$ cat config.mk
export PLATFORM = sky130hd
export DESIGN_NAME = ws2812_top
export DESIGN_NICKNAME = d
export VERILOG_FILES = /design/src/source/ws2812_pkg.sv /design/src/source/ram64.sv /design/src/source/ws2812_ctl.sv /design/src/source/ws2812_enc.sv /design/src/source/ws2812_top.sv
export SDC_FILE = /design/constraint.sdc
export NUM_CORES = 2
export LEC_CHECK = 0
export BUFFER_PORTS_ARGS = -buffer_cell sky130_fd_sc_hd__buf_2
export CAP_MARGIN = 20
export CORE_ASPECT_RATIO = 1.75
export CORE_MARGIN = 5
export CORE_UTILIZATION = 35
export CTS_CLUSTER_DIAMETER = 80
export DETAILED_ROUTE_END_ITERATION = 10
export SETUP_SLACK_MARGIN = 0.1
export SLEW_MARGIN = 10
export SYNTH_ARGS = -nofsm -noshare
export SYNTH_HDL_FRONTEND = slang
export SYNTH_SLANG_ARGS = --single-unit
export TNS_END_PERCENT = 30
$ cat constraint.sdc
create_clock -name clk_in -period 4.21 [get_ports clk_in]
set_input_delay 0.421 -clock clk_in [delete_from_list [all_inputs] [get_ports clk_in]]
set_output_delay 0.421 -clock clk_in [all_outputs]
set_load 0.05 [all_outputs]
$ cat src/source/ws2812_pkg.sv
/*
 * WS2812 strip driver shared definitions
 * Sequencer states, pulse timing at 50 MHz and size limits used by
 * the pixel memory, frame sequencer and bit encoder.
 */

`default_nettype none

package ws2812_pkg;

    // frame sequencer states
    typedef enum logic [1:0] {
        idle     = 2'b00,
        read_ram = 2'b01,
        send_bit = 2'b11,
        send_rst = 2'b10
    } ctl_state_e;

    // pixel memory geometry
    localparam int ADDR_W     = 6;
    localparam int COLOR_W    = 24;
    localparam int MAX_PIXELS = 64;

    // one-wire bit timing in clock cycles, 20 ns each
    localparam int T0H_CYCLES  = 20;
    localparam int T1H_CYCLES  = 40;
    localparam int TBIT_CYCLES = 63;

    // reset gap is programmed in units of this many cycles
    localparam int RST_UNIT_CYCLES = 256;

    // counter widths derived from the values above
    localparam int BIT_CNT_W = $clog2(TBIT_CYCLES);
    localparam int PIX_CNT_W = $clog2(MAX_PIXELS + 1);
    localparam int RST_TMR_W = 16;

endpackage

`default_nettype wire

$ cat src/source/ram64.sv
/*
 * Pixel memory
 * 64 x 32 record store. Write port has per-byte enables; read port
 * is registered and only updates when rd_en is high.
 */

`default_nettype none

module ram64
    import ws2812_pkg::*;
(
    input  logic              clk_in,
    input  logic              rst_n_in,

    input  logic              wr_en,
    input  logic [ADDR_W-1:0] wr_addr,
    input  logic [31:0]       wr_data,
    input  logic [3:0]        byte_en,

    input  logic              rd_en,
    input  logic [ADDR_W-1:0] rd_addr,
    output logic [31:0]       rd_q
);

    logic [31:0] mem [2**ADDR_W];

    // array contents survive reset, only the host writes them
    always_ff @(posedge clk_in) begin
        if (wr_en) begin
            for (int i = 0; i < 4; i++) begin
                if (byte_en[i]) begin
                    mem[wr_addr][8*i +: 8] <= wr_data[8*i +: 8];
                end
            end
        end
    end

    // output register holds the last read word between reads
    always_ff @(posedge clk_in or negedge rst_n_in) begin
        if (!rst_n_in) begin
            rd_q <= '0;
        end else if (rd_en) begin
            rd_q <= mem[rd_addr];
        end
    end

endmodule

`default_nettype wire

$ cat src/source/ws2812_ctl.sv
/*
 * WS2812 frame sequencer
 * Walks the linked pixel chain from address 0, feeds colour bits MSB
 * first to the encoder one strobe at a time and finishes each frame
 * with a programmable low reset gap. A frame stops at the end flag
 * or after MAX_PIXELS pixels, whichever comes first.
 */

`default_nettype none

module ws2812_ctl
    import ws2812_pkg::*;
(
    input  logic              clk_in,
    input  logic              rst_n_in,

    input  logic              frame_rdy,
    input  logic [7:0]        rst_cnt,

    output logic              rd_en,
    output logic [ADDR_W-1:0] rd_addr,
    input  logic [31:0]       rd_q,

    input  logic              bit_done,
    output logic              bit_rdy,
    output logic              bit_data,

    output logic              busy
);

    ctl_state_e           state;

    logic                 rd_done;
    logic                 capture;
    logic                 bit_first;
    logic [4:0]           bit_sel;
    logic [PIX_CNT_W-1:0] pix_cnt;
    logic [RST_TMR_W-1:0] rst_tmr;
    logic [RST_TMR_W-1:0] rst_last;
    logic                 frame_end;

    logic [COLOR_W-1:0]   color;
    logic                 chain_end;

    // memory word is valid the cycle after rd_en, captured one cycle later
    assign capture = (state == read_ram) && rd_done;

    assign frame_end = chain_end || (pix_cnt == PIX_CNT_W'(MAX_PIXELS));

    // gap lasts (rst_cnt + 1) units
    assign rst_last = RST_TMR_W'((32'(rst_cnt) + 32'd1) * RST_UNIT_CYCLES - 1);

    assign busy = (state != idle);

    always_ff @(posedge clk_in or negedge rst_n_in) begin
        if (!rst_n_in) begin
            state     <= idle;
            rd_en     <= 1'b0;
            rd_done   <= 1'b0;
            rd_addr   <= '0;
            bit_first <= 1'b0;
            bit_sel   <= '0;
            pix_cnt   <= '0;
            rst_tmr   <= '0;
            bit_rdy   <= 1'b0;
            bit_data  <= 1'b0;
        end else begin
            rd_en   <= 1'b0;
            bit_rdy <= 1'b0;
            rd_done <= rd_en;

            case (state)
                idle: begin
                    // frame_rdy is ignored anywhere else
                    if (frame_rdy) begin
                        state   <= read_ram;
                        rd_addr <= '0;
                        rd_en   <= 1'b1;
                        pix_cnt <= '0;
                    end
                end

                read_ram: begin
                    if (rd_done) begin
                        state     <= send_bit;
                        rd_addr   <= rd_q[24 +: ADDR_W];
                        bit_sel   <= 5'(COLOR_W - 1);
                        bit_first <= 1'b1;
                        pix_cnt   <= pix_cnt + 1'b1;
                    end
                end

                send_bit: begin
                    if (bit_first) begin
                        // colour register is loaded by now
                        bit_first <= 1'b0;
                        bit_rdy   <= 1'b1;
                        bit_data  <= color[bit_sel];
                    end else if (bit_done) begin
                        if (bit_sel == '0) begin
                            if (frame_end) begin
                                state   <= send_rst;
                                rst_tmr <= '0;
                            end else begin
                                state <= read_ram;
                                rd_en <= 1'b1;
                            end
                        end else begin
                            bit_sel  <= bit_sel - 1'b1;
                            bit_rdy  <= 1'b1;
                            bit_data <= color[bit_sel - 1'b1];
                        end
                    end
                end

                send_rst: begin
                    if (rst_tmr == rst_last) begin
                        state <= idle;
                    end else begin
                        rst_tmr <= rst_tmr + 1'b1;
                    end
                end
            endcase
        end
    end

    // current pixel colour and end-of-chain flag
    always_ff @(posedge clk_in) begin
        if (capture) begin
            color     <= rd_q[COLOR_W-1:0];
            chain_end <= rd_q[31];
        end
    end

    // strobes to the encoder only come out of the bit state
    a_bit_rdy_src: assert property (
        @(posedge clk_in) disable iff (!rst_n_in)
        $rose(bit_rdy) |-> $past(state) == send_bit
    );

    // memory reads are single-cycle pulses
    a_rd_en_pulse: assert property (
        @(posedge clk_in) disable iff (!rst_n_in)
        rd_en |=> !rd_en
    );

endmodule

`default_nettype wire

$ cat src/source/ws2812_enc.sv
/*
 * WS2812 bit encoder
 * Turns each bit strobe into one high/low pulse on the strip line and
 * answers with bit_done on the last cycle of the bit period.
 */

`default_nettype none

module ws2812_enc
    import ws2812_pkg::*;
(
    input  logic clk_in,
    input  logic rst_n_in,

    input  logic bit_rdy,
    input  logic bit_data,
    output logic bit_done,

    output logic led_dout
);

    logic                 active;
    logic                 bit_val;
    logic                 last;
    logic [BIT_CNT_W-1:0] cnt;
    logic [BIT_CNT_W-1:0] cnt_nxt;
    logic [BIT_CNT_W-1:0] hi_len;

    assign cnt_nxt = cnt + 1'b1;
    assign last    = (cnt == BIT_CNT_W'(TBIT_CYCLES - 1));

    // high time depends on the latched bit value
    assign hi_len = bit_val ? BIT_CNT_W'(T1H_CYCLES) : BIT_CNT_W'(T0H_CYCLES);

    assign bit_done = active && last;

    always_ff @(posedge clk_in or negedge rst_n_in) begin
        if (!rst_n_in) begin
            active   <= 1'b0;
            cnt      <= '0;
            led_dout <= 1'b0;
        end else if (bit_rdy) begin
            active   <= 1'b1;
            cnt      <= '0;
            led_dout <= 1'b1;
        end else if (active) begin
            cnt      <= cnt_nxt;
            // line drops once hi_len cycles have gone by
            led_dout <= (cnt_nxt < hi_len);
            if (last) begin
                active <= 1'b0;
            end
        end
    end

    always_ff @(posedge clk_in) begin
        if (bit_rdy) begin
            bit_val <= bit_data;
        end
    end

    // the sequencer must wait for bit_done before the next strobe
    a_no_overlap: assert property (
        @(posedge clk_in) disable iff (!rst_n_in)
        bit_rdy |-> !active
    );

endmodule

`default_nettype wire

$ cat src/source/ws2812_top.sv
/*
 * WS2812 strip driver top level
 * Pixel memory, frame sequencer and bit encoder. Host bytes are
 * broadcast to all four lanes and byte_en picks the lanes written.
 */

`default_nettype none

module ws2812_top
    import ws2812_pkg::*;
(
    input  logic              clk_in,
    input  logic              rst_n_in,

    input  logic              wr_en,
    input  logic [ADDR_W-1:0] wr_addr,
    input  logic [7:0]        wr_data,
    input  logic [3:0]        byte_en,

    input  logic              frame_rdy,
    input  logic [7:0]        rst_cnt,

    output logic              led_dout,
    output logic              busy
);

    logic              rd_en;
    logic [ADDR_W-1:0] rd_addr;
    logic [31:0]       rd_q;
    logic              bit_rdy;
    logic              bit_data;
    logic              bit_done;

    ram64 i_ram (
        .clk_in   (clk_in),
        .rst_n_in (rst_n_in),
        .wr_en    (wr_en),
        .wr_addr  (wr_addr),
        .wr_data  ({4{wr_data}}),
        .byte_en  (byte_en),
        .rd_en    (rd_en),
        .rd_addr  (rd_addr),
        .rd_q     (rd_q)
    );

    ws2812_ctl i_ctl (
        .clk_in    (clk_in),
        .rst_n_in  (rst_n_in),
        .frame_rdy (frame_rdy),
        .rst_cnt   (rst_cnt),
        .rd_en     (rd_en),
        .rd_addr   (rd_addr),
        .rd_q      (rd_q),
        .bit_done  (bit_done),
        .bit_rdy   (bit_rdy),
        .bit_data  (bit_data),
        .busy      (busy)
    );

    ws2812_enc i_enc (
        .clk_in   (clk_in),
        .rst_n_in (rst_n_in),
        .bit_rdy  (bit_rdy),
        .bit_data (bit_data),
        .bit_done (bit_done),
        .led_dout (led_dout)
    );

endmodule

`default_nettype wire

# ---- Word-level counts from Yosys, hierarchy flattened
# Memories as Yosys holds them, arrays and structs flattened. A register that Yosys moved wholly into a read port is not among the register bits.
# Cells that the tools add are included.
# W data, S select, Z words.
dict set report word_totals {
  word_cells 124
  memories 1
  ram_bits 2048
  regBits 75
}
# name depth word_bits rd rd_ports_with_merged_regs write_ports line_no
set memory_table {}
lappend memory_table {i_ram.mem 64 32 1 1 1 ram64.sv:25} ;# logic [31:0] mem [2**ADDR_W];
dict set report op_classes {
  mux 64
  n_reduce_logical 18
  n_lt_le_gt_ge 3
  n_eq_ne 16
  addsub 6
}
# cell n
set ops {}
lappend ops {{$mux W16} 5}
lappend ops {{$mux W1} 32}
lappend ops {{$pmux W16 S2} 1}
lappend ops {{$mux W6} 5}
lappend ops {{$mux W5} 4}
lappend ops {{$add A16 B1 Y16 const B} 1}
lappend ops {{$eq A16 B16 Y1} 1}
lappend ops {{$sub A16 B1 Y16 const B} 1}
lappend ops {{$mux W2} 7}
lappend ops {{$mux W7} 2}
lappend ops {{$pmux W7 S2} 1}
lappend ops {{$lt A5 B6 Y1 const B} 2}
lappend ops {{$pmux W6 S2} 1}
lappend ops {{$reduce_and A6 Y1} 2}
lappend ops {{$reduce_bool A2 Y1} 6}
lappend ops {{$bmux W1 S5} 2}
lappend ops {{$ne A2 B1 Y1 const B} 5}
lappend ops {{$ne A2 B2 Y1 const B} 5}
lappend ops {{$pmux W5 S2} 1}
lappend ops {{$add A8 B1 Y8 const B} 1}
lappend ops {{$pmux W2 S4} 1}
lappend ops {{$add A7 B1 Y7 const B} 1}
lappend ops {{$eq A7 B7 Y1 const B} 1}
lappend ops {{$add A6 B1 Y6 const B} 1}
lappend ops {{other kinds (14)} 18}

# ---- Logic depth before layout (Yosys ltp)
dict set report depth {
  ltp_word 7
  ltp_mapped 13
  ltp_nobuf 10
}

# ---- By module
# From an unflattened synthesis, not the netlist that was laid out.
dict set report hier_totals {
  hier_cells 4588
  hier_area_um2 84871.4
}
# mod cells_each area_per_inst_um2 seq_area_each_um2 n_inst
set modules_own_cells {}
lappend modules_own_cells {ram64 4139 80328.3 62299.8 1}
lappend modules_own_cells {ws2812_ctl 395 4003.8 1776.7 1}
lappend modules_own_cells {ws2812_enc 54 539.3 230.2 1}

# ---- Worst setup path after synthesis
# No wires, ideal clock.
dict set report synth_path {
  kind {reg2reg}
  from {register i_ctl.bit_sel[0]}
  to {register i_ctl.rst_tmr[15]}
  stages_incl_launch_ff 13
  t_required_ns 4.140
  t_arrival_ns 2.981
  setup_ns 0.070
  path_slack_ns 1.159
  synth_period_minus_slack_ns 3.051
  path_cell_list {dfrtp_1 clkbuf_1 clkbuf_1 inv_1 ha_1 nand2b_1 or3_1 clkbuf_1 nor4_1 o21ai_0 or4b_2 nor3_1 nand3b_1}
}
dict set report synth_between {
  elab_chain_cells 3
}
# item line_no
set synth_rtl {}
lappend synth_rtl {{start, declared} ws2812_ctl.sv:36} ;# logic [4:0] bit_sel;
lappend synth_rtl {{start signal, assigned} ws2812_ctl.sv:87} ;# bit_sel <= 5'(COLOR_W - 1);
lappend synth_rtl {{start signal, assigned} ws2812_ctl.sv:109} ;# bit_sel <= bit_sel - 1'b1;
lappend synth_rtl {{$logic_not A5 Y1} ws2812_ctl.sv:100} ;# if (bit_sel == '0) begin
lappend synth_rtl {{$ne A2 B1 Y1 (no line)} --}
lappend synth_rtl {{$reduce_and A6 Y1 (no line)} --}
lappend synth_rtl {{end signal, assigned} ws2812_ctl.sv:120} ;# rst_tmr <= rst_tmr + 1'b1;
lappend synth_rtl {{end, declared} ws2812_ctl.sv:38} ;# logic [RST_TMR_W-1:0] rst_tmr;
# Every way passes these cells.
# A chain may end at the register's enable or synchronous reset.

==> flow_metrics.py <==
metrics = {
    "run_status": {
        "status": "completed",
    },
    "hold_path": {
        "hold_path.class": "primary input to flip-flop",
    },
    "sta": {
        "finClkSkew_ns": 0.0545,
        "maxSlewHeadroom_pct": 24.9,
        "timing.final.ws_setup_ns": 0.935,
        "min_period_ns": 3.27,
        "finalMaxSlewViolations": 0,
        "finalCritPeriodShare_pct": 77.8,
        "fmax_ghz": 0.305,
        "worst_pin_slew_ns": 1.12,
        "setup-violations-final": 0,
        "hold_viol": 0,
        "rsz0062_at_grt": "false",
        "setup_tns_ns": 0,
    },
    "drt": {
        "dr_wl_met3_mm": 10.4,
        "dr.max_layer_used": "met5",
        "wirelength_mm": 212,
        "drc": 0,
        "vias": 38078,
        "drt_iter0_drc": 3774,
        "avgRoutedWirePerCell_um": 30.0,
        "route.antenna.remaining_nets": 0,
        "vias_per_cell": 5.40,
        "wl_met1_mm": 73.0,
        "dr.pass1.iters": 8,
        "wl_met2_mm": 115,
    },
    "placed_design": {
        "dp_hpwl_mm": 140,
        "port_buffers": 31,
        "dp_slack_ns": 0.772,
        "gp_congestion": 0.840,
        "place_area_um2": 86900,
        "dp_cells": 6739,
    },
    "flow_run": {
        "cap_violations": 0,
    },
    "final_layout": {
        "finalNetCount": 3885,
        "drive_gt1_share_pct": 29.0,
        "final_cell_mix": "edfxtp_1, mux4_2, nor2_1",
        "stdcell_count": 7052,
        "areaGrowthSynthToFinish_pct": 12.7,
        "fin_area_um2": 92400,
        "layout_commonest_cell": "edfxtp_1",
        "fill_cells": 20487,
    },
    "clock_tree": {
        "cts_tree": "done",
        "cts_setup_buffers": 0,
        "cts-htree-levels": 4,
        "clockRootBuffer": "clkbuf_16",
        "clk_latency_ns": 0.85,
        "cts.sinks": 2090,
        "clk_pin_slew_ns": 0.07,
        "cts_resized": 0,
        "cts_buffers": 178,
        "cts_buffer_depth": 4,
    },
    "setup_path": {
        "cp_max_fo": 33,
        "cp.arrival_ns": 3.96,
        "critical_path_class": "flip-flop to flip-flop",
        "start_kind": "flip-flop",
        "reg2reg_slack_ns": 0.94,
        "required_ns": 4.90,
        "end_kind": "flip-flop",
    },
    "floorplan": {
        "placement_rows": 235,
        "ios": 32,
        "die_y_um": 650,
        "coreArea_um2": 234000,
        "die_w_um": 376,
        "die-area_um2": 244000,
        "start_util_pct": 35.1,
    },
    "pwr": {
        "p_sw_w": 0.00808,
        "pwr-share-clk_pct": 40.0,
        "sequentialPowerShare_pct": 57.3,
        "p_comb_share_pct": 2.7,
        "p_sw_share_pct": 20.3,
        "p_leak_nw": 28.7,
        "irDropWorstVdd_mv": 0.314,
        "power_density_nw_per_um2": 432,
        "p_int_w": 0.0318,
    },
    "grt": {
        "grt_remaining_overflow": 0,
        "grt_max_degree": 121,
        "antenna_found_initial": 5,
        "grt_pass1_wl_mm": 302,
        "grtUsageTotal_pct": 17.1,
        "grt_pass1_vias": 39696,
    },
    "synth": {
        "asyncSetResetFlopFracSynth_pct": 3.83,
        "syn_inst": 3675,
        "ys_warn_count": 0,
        "syn_nets": 3720,
        "synth_cell_type_count": 62,
        "yosysSeqAreaShare_pct": 76.1,
        "synth_edf_count": 2010,
        "synthesis.area_um2": 82000,
        "synth.avg_cell_area_um2": 22.3,
        "synth_ff_type": "edfxtp_1",
        "ys_seq_elements": 2090,
    },
}
-- critical path, stage by stage, from the launching register on --
cell and delay, ns:
dfrtp_4 0.56, buf_12 0.27, buf_12 0.31, mux4_2 0.63, mux4_2 0.53, mux4_2 0.46, mux2_2 0.27
-- synth_stat cells, types with 3 or more instances --
cell	instances	share of area, %
a211oi_1	4	0.037
a21oi_1	13	0.079
a221o_1	3	0.037
a22oi_1	9	0.082
a31oi_1	9	0.069
and3_1	11	0.084
and3b_1	3	0.032
and4_1	3	0.032
buf_1	23	0.11
buf_2	40	0.24
buf_4	3	0.027
buf_6	3	0.041
clkbuf_1	147	0.67
dfrtp_1	80	2.4
edfxtp_1	2010	74
ha_1	15	0.23
inv_1	16	0.073
mux2_2	33	0.45
mux2i_1	6	0.073
mux4_2	664	18
nand2_1	111	0.51
nand2b_1	3	0.023
nand3_1	21	0.13
nand4_1	6	0.046
nor2_1	286	1.3
nor2b_1	14	0.11
nor3_1	15	0.092
nor3b_1	9	0.082
nor4_1	5	0.038
o211ai_1	9	0.082
o21ai_0	27	0.16
o221ai_1	3	0.032
o311ai_0	4	0.043
or2_2	3	0.023
or3_1	9	0.069
xnor2_1	9	0.096
xor2_1	13	0.14
-- repair_timing --
action	in CTS	in global routing
hold buffers	2	0
hold endpoints to repair	58	0
endpoints found under the setup margin	0	0
-- kinds of logic after synthesis --
| kind of cell | count (synthesis) | synth area share, % |
|---|---|---|
| AO/OA/AOI/OAI | 107 | 0.890 |
| XOR/XNOR | 23 | 0.262 |
| adder cells (fa/ha/maj) | 15 | 0.229 |
| buffers and inverters | 232 | 1.16 |
| flip-flops | 2090 | 76.1 |
| multiplexers | 703 | 18.8 |
| AND/OR/NAND/NOR | 505 | 2.64 |
-- cell type report --
class	count	area, um2	share of cell area (%)
clock buffer	220	4720	5.11
multi-input combinational	1353	18700	20.2
tap	3081	3850	4.17
sequential	2090	62400	67.5
antenna	6	15.0	0.0163
timing repair buffer	201	1930	2.09
inverter	16	60.1	0.0650
clock inverter	85	719	0.779
-- per-stage QoR --
step	util, %	total power, W	hold slack (ns)
floorplan	-	0.0238	0.125
global placement	37.2	0.0244	0.433
detailed placement	37.2	0.0244	0.431
CTS	39.5	0.0402	0.104
global route	39.5	0.0410	0.138
finish	39.5	0.0399	0.117
-- metal layers --
metal	up-vias	GRT usage, %
met1	20724	19.4
li1	15695	-
met4	2	9.06
met3	397	2.03
met5	-	0
met2	1260	31.5
-- power by group through the flow --
stage | sequential, W | combinational (W) | clock [W]
finish | 0.0229 | 0.00107 | 0.0160
global route | 0.0229 | 0.00113 | 0.0170
CTS | 0.0229 | 0.00109 | 0.0163
detailed placement | 0.0233 | 0.00109 | 0
global placement | 0.0233 | 0.00106 | 0
floorplan | 0.0233 | 0.000446 | 0
-- sequential cells by signal (all words and copies together), names as in the netlist, 2 cells and up --
register	count
i_ctl.rd_addr	6
i_ctl.state	2
i_ctl.rst_tmr	16
i_ctl.color	24
i_ram.rd_q	31
i_ram.mem	1984
i_ctl.bit_sel	5
i_enc.cnt	6
i_ctl.pix_cnt	7
-- path summary, 6_finish.rpt --
path                                         startpoint                             to  depth (start not counted)
min in group asynchronous                      rst_n_in  i_ctl.rst_tmr[11]$_DFFE_PN0P_                          2
max in group asynchronous                      rst_n_in      i_ram.rd_q[0]$_DFFE_PN0P_                          3
max                        i_ctl.rd_addr[0]$_DFFE_PN0P_     i_ram.rd_q[10]$_DFFE_PN0P_                          6
min                                          wr_data[6]    i_ram.mem[38][14]$_DFFE_PP_                          1
min reg2reg                   i_ram.rd_q[1]$_DFFE_PN0P_       i_ctl.color[1]$_DFFE_PP_                          0
max reg2reg                i_ctl.rd_addr[0]$_DFFE_PN0P_     i_ram.rd_q[10]$_DFFE_PN0P_                          6
Power figures use the tool's default switching activity.
